<file path="config.mk">
export PLATFORM = sky130hd
export DESIGN_NAME = dispatchUnit
export DESIGN_NICKNAME = d
export VERILOG_FILES = /design/src/source/dispatchPkg.sv /design/src/source/dispatchUnit.sv /design/src/source/instQueue.sv /design/src/source/regFile.sv /design/src/source/renameDispatch.sv /design/src/source/reorderBuffer.sv
export VERILOG_INCLUDE_DIRS = /design/src /design/src/source
export SDC_FILE = /design/constraint.sdc
export NUM_CORES = 2
export LEC_CHECK = 0
export ABC_AREA = 1
export BUFFER_PORTS_ARGS = -buffer_cell sky130_fd_sc_hd__buf_2
export CORE_ASPECT_RATIO = 1.75
export CORE_MARGIN = 4
export CORE_UTILIZATION = 45
export CTS_BUF_LIST = sky130_fd_sc_hd__clkbuf_8
export DETAILED_ROUTE_END_ITERATION = 12
export PLACE_DENSITY = 0.65
export RECOVER_POWER = 100
export REMOVE_ABC_BUFFERS = 1
export SYNTH_ARGS = -nofsm -noshare
export SYNTH_HDL_FRONTEND = slang
export SYNTH_SLANG_ARGS = --single-unit
</file>
<file path="constraint.sdc">
create_clock -name clk -period 12.6 [get_ports clk]
set_input_delay 1.26 -clock clk [delete_from_list [all_inputs] [get_ports clk]]
set_output_delay 1.26 -clock clk [all_outputs]
set_load 0.01 [all_outputs]
</file>
<file path="src/source/dispatch_config.svh">
`ifndef DISPATCH_CONFIG_SVH
`define DISPATCH_CONFIG_SVH

// Architectural register count, x0 included.
`define RegNum 32

// Width of one register value.
`define DataWidth 32

// Reorder buffer tag width and depth.
`define TagWidth 3
`define RobDepth 8

// Instruction queue entries.
`define QueueDepth 4

`endif

</file>
<file path="src/source/dispatchPkg.sv">
`include "dispatch_config.svh"

package dispatchPkg;

    // Only ALU and LOAD write rd.
    typedef enum logic [1:0] {
        ALU    = 2'd0,
        LOAD   = 2'd1,
        STORE  = 2'd2,
        BRANCH = 2'd3
    } opClass_t;

    typedef logic [$clog2(`RegNum)-1:0] regName_t;
    typedef logic [`TagWidth-1:0]       robTag_t;
    typedef logic [`DataWidth-1:0]      word_t;

    // Decoded instruction from the issuer.
    typedef struct packed {
        opClass_t op;
        regName_t rd;
        regName_t rs1;
        regName_t rs2;
        word_t    imm;
        word_t    pc;
    } instPacket_t;

    // Source operand, either a value or a pending tag.
    typedef struct packed {
        logic    ready;
        robTag_t tag;
        word_t   value;
    } operand_t;

    typedef struct packed {
        instPacket_t inst;
        operand_t    src1;
        operand_t    src2;
        robTag_t     dest;
    } dispPacket_t;

    // One retired result.
    typedef struct packed {
        logic     writes;
        regName_t rd;
        robTag_t  tag;
        word_t    value;
    } commitInfo_t;

endpackage

</file>
<file path="src/source/dispatchUnit.sv">
`timescale 1ns/1ps

module dispatchUnit import dispatchPkg::*; (
    input  logic        clk,
    input  logic        rst,
    input  logic        flush,
    input  logic        issueReq,
    input  instPacket_t issueInst,
    input  logic        dispAck,
    input  logic        wbValid,
    input  robTag_t     wbTag,
    input  word_t       wbValue,
    output logic        issueAck,
    output logic        dispReq,
    output dispPacket_t dispPacket,
    output logic        commitValid,
    output commitInfo_t commit
);
    logic        headValid;
    instPacket_t headInst;
    logic        pop;
    regName_t    rs1;
    regName_t    rs2;
    logic        rs1Busy;
    logic        rs2Busy;
    robTag_t     rs1Tag;
    robTag_t     rs2Tag;
    word_t       rs1Value;
    word_t       rs2Value;
    logic        renameEn;
    regName_t    renameReg;
    robTag_t     renameTag;
    logic        alloc;
    logic        allocWrites;
    regName_t    allocRd;
    robTag_t     allocTag;
    logic        robFull;
    robTag_t     lookTag1;
    robTag_t     lookTag2;
    logic        lookDone1;
    logic        lookDone2;
    word_t       lookValue1;
    word_t       lookValue2;

    instQueue queue0 (
        .clk, .rst, .flush, .issueReq, .issueInst, .pop,
        .issueAck, .headValid, .headInst
    );

    renameDispatch engine0 (
        .clk, .rst, .flush, .headValid, .headInst,
        .rs1Busy, .rs2Busy, .rs1Tag, .rs2Tag, .rs1Value, .rs2Value,
        .robFull, .allocTag, .lookDone1, .lookDone2, .lookValue1, .lookValue2,
        .dispAck, .pop, .rs1, .rs2, .renameEn, .renameReg, .renameTag,
        .alloc, .allocWrites, .allocRd, .lookTag1, .lookTag2,
        .dispReq, .dispPacket
    );

    regFile regs0 (
        .clk, .rst, .flush, .rs1, .rs2, .renameEn, .renameReg, .renameTag,
        .commitValid, .commit,
        .rs1Busy, .rs2Busy, .rs1Tag, .rs2Tag, .rs1Value, .rs2Value
    );

    reorderBuffer rob0 (
        .clk, .rst, .flush, .alloc, .allocWrites, .allocRd,
        .wbValid, .wbTag, .wbValue, .lookTag1, .lookTag2,
        .allocTag, .full(robFull), .lookDone1, .lookDone2,
        .lookValue1, .lookValue2, .commitValid, .commit
    );

endmodule

</file>
<file path="src/source/instQueue.sv">
`timescale 1ns/1ps
`include "dispatch_config.svh"

module instQueue import dispatchPkg::*; (
    input  logic        clk,
    input  logic        rst,
    input  logic        flush,
    input  logic        issueReq,
    input  instPacket_t issueInst,
    input  logic        pop,
    output logic        issueAck,
    output logic        headValid,
    output instPacket_t headInst
);
    localparam int Depth    = `QueueDepth;
    localparam int PtrWidth = $clog2(Depth);

    instPacket_t         mem [Depth];
    logic [PtrWidth-1:0] wrPtr;
    logic [PtrWidth-1:0] rdPtr;
    logic [PtrWidth:0]   count;
    logic                push;
    logic                doPop;

    function automatic logic [PtrWidth-1:0] nextPtr(input logic [PtrWidth-1:0] ptr);
        return (ptr == PtrWidth'(Depth - 1)) ? '0 : ptr + 1'b1;
    endfunction

    // One capture per request, then wait for issueReq to fall.
    assign push = issueReq && !issueAck && !flush && (count != (PtrWidth + 1)'(Depth));

    assign doPop     = pop && headValid;
    assign headValid = (count != '0);
    assign headInst  = mem[rdPtr];

    always_ff @(posedge clk) begin
        if (push) begin
            mem[wrPtr] <= issueInst;
        end
    end

    always_ff @(posedge clk) begin
        if (rst) begin
            wrPtr    <= '0;
            rdPtr    <= '0;
            count    <= '0;
            issueAck <= 1'b0;
        end else begin
            if (push) begin
                issueAck <= 1'b1;
            end else if (issueAck && !issueReq) begin
                issueAck <= 1'b0;
            end

            if (flush) begin
                wrPtr <= '0;
                rdPtr <= '0;
                count <= '0;
            end else begin
                if (push) begin
                    wrPtr <= nextPtr(wrPtr);
                end
                if (doPop) begin
                    rdPtr <= nextPtr(rdPtr);
                end
                count <= count + (PtrWidth + 1)'(push) - (PtrWidth + 1)'(doPop);
            end
        end
    end

endmodule

</file>
<file path="src/source/regFile.sv">
`timescale 1ns/1ps
`include "dispatch_config.svh"

module regFile import dispatchPkg::*; (
    input  logic        clk,
    input  logic        rst,
    input  logic        flush,
    input  regName_t    rs1,
    input  regName_t    rs2,
    input  logic        renameEn,
    input  regName_t    renameReg,
    input  robTag_t     renameTag,
    input  logic        commitValid,
    input  commitInfo_t commit,
    output logic        rs1Busy,
    output logic        rs2Busy,
    output robTag_t     rs1Tag,
    output robTag_t     rs2Tag,
    output word_t       rs1Value,
    output word_t       rs2Value
);
    word_t              values [`RegNum];
    robTag_t            tags [`RegNum];
    logic [`RegNum-1:0] busy;
    logic               commitWrite;
    logic               rs1Hit;
    logic               rs2Hit;

    // x0 is never written and never renamed.
    assign commitWrite = commitValid && commit.writes && (commit.rd != '0);

    // Same-cycle commit is forwarded to the readers.
    assign rs1Hit = commitWrite && (commit.rd == rs1);
    assign rs2Hit = commitWrite && (commit.rd == rs2);

    assign rs1Value = rs1Hit ? commit.value : values[rs1];
    assign rs2Value = rs2Hit ? commit.value : values[rs2];
    assign rs1Tag   = tags[rs1];
    assign rs2Tag   = tags[rs2];
    assign rs1Busy  = busy[rs1] && !(rs1Hit && (tags[rs1] == commit.tag));
    assign rs2Busy  = busy[rs2] && !(rs2Hit && (tags[rs2] == commit.tag));

    always_ff @(posedge clk) begin
        if (rst) begin
            for (int i = 0; i < `RegNum; i++) begin
                values[i] <= '0;
                tags[i]   <= '0;
            end
            busy <= '0;
        end else begin
            if (commitWrite) begin
                values[commit.rd] <= commit.value;
            end

            if (flush) begin
                busy <= '0;
            end else begin
                // Only the latest producer may release the register.
                if (commitWrite && (tags[commit.rd] == commit.tag)) begin
                    busy[commit.rd] <= 1'b0;
                end
                // A rename in the same cycle wins.
                if (renameEn && (renameReg != '0)) begin
                    busy[renameReg] <= 1'b1;
                    tags[renameReg] <= renameTag;
                end
            end
        end
    end

endmodule

</file>
<file path="src/source/renameDispatch.sv">
`timescale 1ns/1ps

module renameDispatch import dispatchPkg::*; (
    input  logic        clk,
    input  logic        rst,
    input  logic        flush,
    input  logic        headValid,
    input  instPacket_t headInst,
    input  logic        rs1Busy,
    input  logic        rs2Busy,
    input  robTag_t     rs1Tag,
    input  robTag_t     rs2Tag,
    input  word_t       rs1Value,
    input  word_t       rs2Value,
    input  logic        robFull,
    input  robTag_t     allocTag,
    input  logic        lookDone1,
    input  logic        lookDone2,
    input  word_t       lookValue1,
    input  word_t       lookValue2,
    input  logic        dispAck,
    output logic        pop,
    output regName_t    rs1,
    output regName_t    rs2,
    output logic        renameEn,
    output regName_t    renameReg,
    output robTag_t     renameTag,
    output logic        alloc,
    output logic        allocWrites,
    output regName_t    allocRd,
    output robTag_t     lookTag1,
    output robTag_t     lookTag2,
    output logic        dispReq,
    output dispPacket_t dispPacket
);
    typedef enum logic [1:0] {
        stIdle,
        stRequest,
        stAckLow
    } state_t;

    state_t   state;
    logic     writesRd;
    operand_t src1;
    operand_t src2;

    // Register value, then finished ROB result, else wait on the tag.
    function automatic operand_t resolve(
        input regName_t r,
        input logic     busy,
        input robTag_t  tag,
        input word_t    regValue,
        input logic     robDone,
        input word_t    robValue
    );
        operand_t res;
        res = '0;
        if ((r == '0) || !busy) begin
            res.ready = 1'b1;
            res.value = regValue;
        end else if (robDone) begin
            res.ready = 1'b1;
            res.value = robValue;
        end else begin
            res.tag = tag;
        end
        return res;
    endfunction

    // Stores and branches never rename.
    assign writesRd = ((headInst.op == ALU) || (headInst.op == LOAD)) && (headInst.rd != '0);

    assign pop = (state == stIdle) && headValid && !robFull && !flush;

    assign rs1      = headInst.rs1;
    assign rs2      = headInst.rs2;
    assign lookTag1 = rs1Tag;
    assign lookTag2 = rs2Tag;

    assign alloc       = pop;
    assign allocWrites = writesRd;
    assign allocRd     = headInst.rd;
    assign renameEn    = pop && writesRd;
    assign renameReg   = headInst.rd;
    assign renameTag   = allocTag;

    assign src1 = resolve(headInst.rs1, rs1Busy, rs1Tag, rs1Value, lookDone1, lookValue1);
    assign src2 = resolve(headInst.rs2, rs2Busy, rs2Tag, rs2Value, lookDone2, lookValue2);

    assign dispReq = (state == stRequest);

    always_ff @(posedge clk) begin
        if (pop) begin
            dispPacket <= '{inst: headInst, src1: src1, src2: src2, dest: allocTag};
        end
    end

    always_ff @(posedge clk) begin
        if (rst || flush) begin
            state <= stIdle;
        end else begin
            case (state)
                stIdle: begin
                    if (pop) begin
                        state <= stRequest;
                    end
                end
                stRequest: begin
                    if (dispAck) begin
                        state <= stAckLow;
                    end
                end
                stAckLow: begin
                    // Four-phase return to zero.
                    if (!dispAck) begin
                        state <= stIdle;
                    end
                end
                default: state <= stIdle;
            endcase
        end
    end

endmodule

</file>
<file path="src/source/reorderBuffer.sv">
`timescale 1ns/1ps
`include "dispatch_config.svh"

module reorderBuffer import dispatchPkg::*; (
    input  logic        clk,
    input  logic        rst,
    input  logic        flush,
    input  logic        alloc,
    input  logic        allocWrites,
    input  regName_t    allocRd,
    input  logic        wbValid,
    input  robTag_t     wbTag,
    input  word_t       wbValue,
    input  robTag_t     lookTag1,
    input  robTag_t     lookTag2,
    output robTag_t     allocTag,
    output logic        full,
    output logic        lookDone1,
    output logic        lookDone2,
    output word_t       lookValue1,
    output word_t       lookValue2,
    output logic        commitValid,
    output commitInfo_t commit
);
    localparam int Depth = `RobDepth;

    logic [Depth-1:0]   valid;
    logic [Depth-1:0]   done;
    logic [Depth-1:0]   writesArr;
    regName_t           rdArr [Depth];
    word_t              valueArr [Depth];
    robTag_t            head;
    robTag_t            tail;
    logic [`TagWidth:0] count;
    logic               retire;
    logic               wbLive;
    logic               wbHit1;
    logic               wbHit2;

    function automatic robTag_t nextTag(input robTag_t tag);
        return (tag == robTag_t'(Depth - 1)) ? '0 : tag + 1'b1;
    endfunction

    assign allocTag = tail;
    assign full     = (count == (`TagWidth + 1)'(Depth));

    // Stale writebacks to freed entries are ignored.
    assign wbLive = wbValid && valid[wbTag];

    // In-order retirement of the head, one per cycle.
    assign retire      = valid[head] && done[head];
    assign commitValid = retire;
    assign commit      = '{
        writes: writesArr[head],
        rd:     rdArr[head],
        tag:    head,
        value:  valueArr[head]
    };

    // Lookups also see a writeback arriving this cycle.
    assign wbHit1     = wbLive && (wbTag == lookTag1);
    assign wbHit2     = wbLive && (wbTag == lookTag2);
    assign lookDone1  = valid[lookTag1] && (done[lookTag1] || wbHit1);
    assign lookDone2  = valid[lookTag2] && (done[lookTag2] || wbHit2);
    assign lookValue1 = wbHit1 ? wbValue : valueArr[lookTag1];
    assign lookValue2 = wbHit2 ? wbValue : valueArr[lookTag2];

    always_ff @(posedge clk) begin
        if (alloc) begin
            writesArr[tail] <= allocWrites;
            rdArr[tail]     <= allocRd;
        end
        if (wbLive) begin
            valueArr[wbTag] <= wbValue;
        end
    end

    always_ff @(posedge clk) begin
        if (rst || flush) begin
            valid <= '0;
            done  <= '0;
            head  <= '0;
            tail  <= '0;
            count <= '0;
        end else begin
            if (wbLive) begin
                done[wbTag] <= 1'b1;
            end
            if (retire) begin
                valid[head] <= 1'b0;
                head        <= nextTag(head);
            end
            if (alloc) begin
                valid[tail] <= 1'b1;
                done[tail]  <= 1'b0;
                tail        <= nextTag(tail);
            end
            count <= count + (`TagWidth + 1)'(alloc) - (`TagWidth + 1)'(retire);
        end
    end

endmodule

</file>
# After elaboration in Yosys (flattened, before gate mapping)
# Memory sizes are Yosys's and may differ from the RTL's. A register that Yosys moved wholly into a read port is not among the register bits.
# Index checks and enable logic that the tools add are counted.
# word_totals
ram_bits,1740
memories,5
reg_bits,232
# memory_table
memory,words,width,rd,rd_clocked_by_memory_dff,write_ports,line,text
regs0.values,32,32,2,0,32,regFile.sv:22,word_t values [`RegNum];
queue0.mem,4,81,1,1,1,instQueue.sv:18,instPacket_t mem [Depth];
rob0.valueArr,8,32,3,1,1,reorderBuffer.sv:31,word_t valueArr [Depth];
regs0.tags,32,3,3,0,32,regFile.sv:23,robTag_t tags [`RegNum];
rob0.rdArr,8,5,1,1,1,reorderBuffer.sv:30,regName_t rdArr [Depth];
# op_classes
order_cmp,14
bitwise_logic,9
n_reduce_logical,59
eq_ne,19
n_addsub,8
mux,88
# ops
cell,count
32-bit 2-to-1 mux,13
8-bit 2-to-1 mux,6
1-bit 2-to-1 mux,36
32-bit AND,1
32-bit inverter,1
32-bit OR,1
32-bit OR reduction,1
1-bit logical AND,31
1-bit binary-select mux with 3-bit select,8
5-bit by 6-bit less-than comparator with 1-bit output (second input constant),4
3-bit 2-to-1 mux,7
3-bit by 4-bit less-than comparator with 1-bit output (second input constant),5
8-bit AND,2
8-bit inverter,2
8-bit OR,2
3-bit equality test,5
2-bit 2-to-1 mux,7
1-bit binary-select mux with 5-bit select,2
1-bit demux with 5-bit select,2
5-bit equality test,2
5-bit by 1-bit greater-or-equal comparator with 1-bit output (second input constant),2
5-bit zero test,2
5-bit 2-to-1 mux,2
5-bit nonzero test,2
other kinds (25),51

# Longest topological paths before layout
# depth
ltp_word,12
ltp_mapped,26
depth_no_buf,21

# Cells and area by module
# Synthesis repeated with hierarchy kept, for this count alone.
# unflattened
hier_cells,11519
hier_area_um2,101681.3
# modules_own_cells
mod,n_inst,area_per_inst_um2,cells_each,seq_area_each_um2
regFile,1,63286.9,7799,34272.9
reorderBuffer,1,19152.1,2275,9709.3
instQueue,1,12624.6,861,9929.5
renameDispatch,1,6617.6,584,4724.5

# Worst setup path after synthesis
# OpenSTA, ideal clock, no wires.
# synth_path
kind,input -> register
startpoint,in flush
endpoint,reg rob0.count[2]
stages,8
arrival_time_ns,5.830
path_buffers,0
setup_ns,0.126
path_slack_ns,6.644
t_required_ns,12.474
cell_sequence,nor3_1 > nand3_1 > inv_1 > ha_1 > inv_1 > fa_1 > xor2_1 > nor2_1
# synth_via
elab_chain_cells,4
elab_cells_between_ends,5
# synth_rtl
item,line,text
from (decl),dispatchUnit.sv:6,"input logic flush,"
1-bit zero test,renameDispatch.sv:73,assign pop = (state == stIdle) && headValid && !robFull && !flush;
1-bit logical AND,renameDispatch.sv:73,
4-bit by 1-bit adder with 4-bit output,reorderBuffer.sv:98,count <= count + (`TagWidth + 1)'(alloc) - (`TagWidth + 1)'(retire);
4-bit by 1-bit subtractor with 4-bit output,reorderBuffer.sv:98,
to (signal assigned),reorderBuffer.sv:98,
to (decl),reorderBuffer.sv:34,logic [`TagWidth:0] count;
# Several ways; a longest one is shown, not always the timed one.
# A chain may end at the register's enable or synchronous reset.

==> summary.txt <==
Post-CTS setup buffers: 0
Post-synthesis xor/xnor area fraction: 0.04287%
Worst path required time: 13.15 ns
First-pass GRT wire length: 547100 um
Hold Fails Final Rpt: 0
Library cells used by synthesis: 53
Core Box Area: 0.2260 mm2
Worst Setup Start Kind: flop
Main combinational cell family by area after synthesis: simple AND/OR/NAND/NOR gates
Top FF cell, synth: edfxtp_1
Routability congestion estimate: 0.9467
Sink Count: 1976
Final ANT Viol Nets: 0
Outcome: finished, violations left
Critical Path End Type: flop
Crit-path max FO: 58
Drt pass-1 iters: 9
Post-route cell area: 0.1103 mm2
R2R Path End: regs0.values[19][24]$_SDFFCE_PN0P_
Yosys reg bits: 1976
Dpl cell area: 0.1052 mm2
Clock Tree Buf Depth: 4
Share of layout cells above drive strength 1: 5.662%
Worst-Margin Slew: 4.396 ns
Total gr overflow: 0
Max-cap violations: 64
Failing checks: max-capacitance violations, max-slew violations
Synth area leaders: edfxtp_1 56%, nand3_1 7.8%, o21ai_0 7.3%
Reg2Reg Setup Slack: 2.80 ns
Die Y: 638.3 um
Synth area leader: edfxtp_1
# setup viols final: 0
Max VDD drop: 0.1202 mV
Htree depth: 5
Mean Syn Cell Area: 8.818 um2
Leak pwr: 41.18 nW
Period utilisation layout: 77.81%
Starting density of the core: 45.20%
Slowest stage delay, CP: 2.11 ns
Clock Pin Slew Worst Setup and Hold Paths: 0.06 ns
Worst R2R Path Depth: 17
Post-CTS Resized: 0
Placed insts: 14170
Mapped Cells: 11580
Skew-Pair Late Insertion Delay: 0.99 ns
Most instantiated cells after synthesis: 1916 x nor2_1, 1904 x edfxtp_1, 1600 x nand3_1
Slew margin rel.: -193.0%
Final cell count without fillers: 14710
Num rows: 231
# IOs: 322
Cell repeated most along the worst path: nor2_1
F_max: 102.0 MHz
Simple-Gate Fraction of Synth Area: 21.08%
IO buf count: 321
Layout area overhead: 7.967%
Largest net degree at the start of global routing: 220
Mux share of post-synthesis cell area: 0.02327%
CTS root buffer: clkbuf_8
Tot Pwr: 15.08 mW
Number of cells on the critical path: 17
Count leader, synth: nor2_1
Net count, final: 11590
Detailed router's first-iteration violation count: 11940
Sequential element share of the synthesized area: 57.38%
RSZ-0062 raised after global routing: false
Clk_skew: 0.06276 ns
Hold-fix buffers, CTS: 0
Worst EP arrival: 10.35 ns
Vias per cell: 6.188
CP cell instances: clkbuf_1 > nor2_1 > nor2_1 > o21ai_0 > nand3_1 > o21ai_0 > buf_4 > inv_1 > clkbuf_1 > nor2_1 > nand2_1 > nand3_1 > nor2_1 > buf_4 > nand2_1 > clkbuf_1 > nand2_2
Fin. max-slew vios: 2543
Netlist Area Pre-Place: 0.1022 mm2
Ys Warns: 0
Vias: 91040
Top cell type's share of synthesized area: 55.97%
GRT Util Overall: 30.50%
Total power divided by cell area: 136.7 mW/mm2
Die area: 0.2350 mm2
Initial antenna violation count: 9
Vias in the first global route: 88910
Slowest CP cell: clkbuf_1
Post-synthesis adder-cell area fraction: 0.2352%
Final WL: 375300 um
Complex-gate fraction of the synthesized area: 14.07%
WL per Instance: 25.51 um
Post-synth EDFFs: 1904
Die X: 368.2 um
Final HPWL DP: 224100 um
CP endpoint: regs0.values[19][24]$_SDFFCE_PN0P_
FFs w/ async S/R, synth: 0%
CP Class: flop to flop
Hold crit path type: flop to flop
Post-layout min period: 9.804 ns
CTS tree: built
Remaining DRCs: 0
Total CTS buffers: 305
Buf+Inv Stages, Crit Path: 6
Cell family with most CP delay: buffers and inverters
## worst min-delay path, delay by kind of cell, from the launching register on
kind	cells	cell delay, ns
flops	1	0.31
simple gates	1	0.06
compound gates	1	0.05
## worst min-delay path by stage
stage	start	endpoint	slack (ns)	depth (start not counted)
after floorplan	regs0.busy[1]$_SDFF_PP0_	regs0.busy[1]$_SDFF_PP0_	0.44	2
after global placement	regs0.busy[31]$_SDFF_PP0_	regs0.busy[31]$_SDFF_PP0_	0.45	2
after detailed placement	regs0.busy[11]$_SDFF_PP0_	regs0.busy[11]$_SDFF_PP0_	0.46	2
after CTS	issueInst[74]	queue0.mem[2][74]$_DFFE_PP_	0.42	1
after global routing	regs0.busy[15]$_SDFF_PP0_	regs0.busy[15]$_SDFF_PP0_	0.49	2
final	regs0.busy[31]$_SDFF_PP0_	regs0.busy[31]$_SDFF_PP0_	0.46	2
## where the power goes
group / internal (mW) / switching [mW]
clock network: 2.70 / 2.63
logic: 0.567 / 1.68
registers: 7.41 / 0.0862
total: 10.7 / 4.40
## kinds of logic (layout without fill, tap and decap cells)
group | count (synthesis) | count (layout)
AND/OR/NAND/NOR | 5060 | 5060
adder cells (fa/ha/maj) | 18 | 18
multiplexers | 2 | 2
flip-flops | 1976 | 1976
buffers and inverters | 1782 | 1838
XOR/XNOR | 5 | 5
AO/OA/AOI/OAI | 2740 | 2740
other | 1 | 44
## final cells by class
type	count	area, um2
Fill cell	21310	115700
Sequential cell	1976	58620
Multi-Input combinational cell	7860	36540
Clock buffer	318	4377
Tap cell	3029	3790
Inverter	780	2968
Timing Repair Buffer	522	2575
Clock inverter	218	1403
Antenna cell	9	22.52
## per-stage QoR
stage	util [%]	setup slack, ns	hold WS [ns]	TNS [ns]
2_1_floorplan	-	-22.24	0.4393	-1035.96
3_5_place_dp	46.56	5.354	0.4565	0
5_1_grt	48.79	2.511	0.4905	0
6_report	48.80	2.796	0.4635	0
3_3_place_gp	46.56	5.440	0.4540	0
4_1_cts	49.12	5.349	0.4210	0
## flip-flops by register name, indices dropped and copies added, names as in the netlist, 2 cells and up, named ones only
name                cells
engine0.dispPacket    156
engine0.state           2
queue0.count            3
queue0.mem            324
queue0.rdPtr            2
queue0.wrPtr            2
regs0.busy             31
regs0.tags             96
regs0.values         1024
rob0.allocTag           3
rob0.count              4
rob0.done               8
rob0.head               3
rob0.rdArr             40
rob0.valid              8
rob0.valueArr         256
rob0.writesArr          8
## routing by layer
metal	share of wire (%)	vias to the layer above	global-route usage [%]
li1	-	39780	-
met1	35	43050	35.91
met2	47	6502	50.95
met3	11	1701	5.807
met4	7.3	4	19.97
met5	0.0091	-	0
## placed cells by master (no fill, tap or decap), types with 74 or more instances in the layout
cell	Yosys	layout
nand3_1	1600	1599
clkbuf_8	0	318
inv_1	750	820
o22ai_1	216	216
edfxtp_1	1904	1904
a21oi_1	876	876
buf_4	51	139
nand2_1	1377	1347
clkbuf_1	591	368
o21ai_0	1499	1500
nor2_1	1916	1910
clkinv_1	7	74
Note: power is estimated with default switching activity, not from simulation.
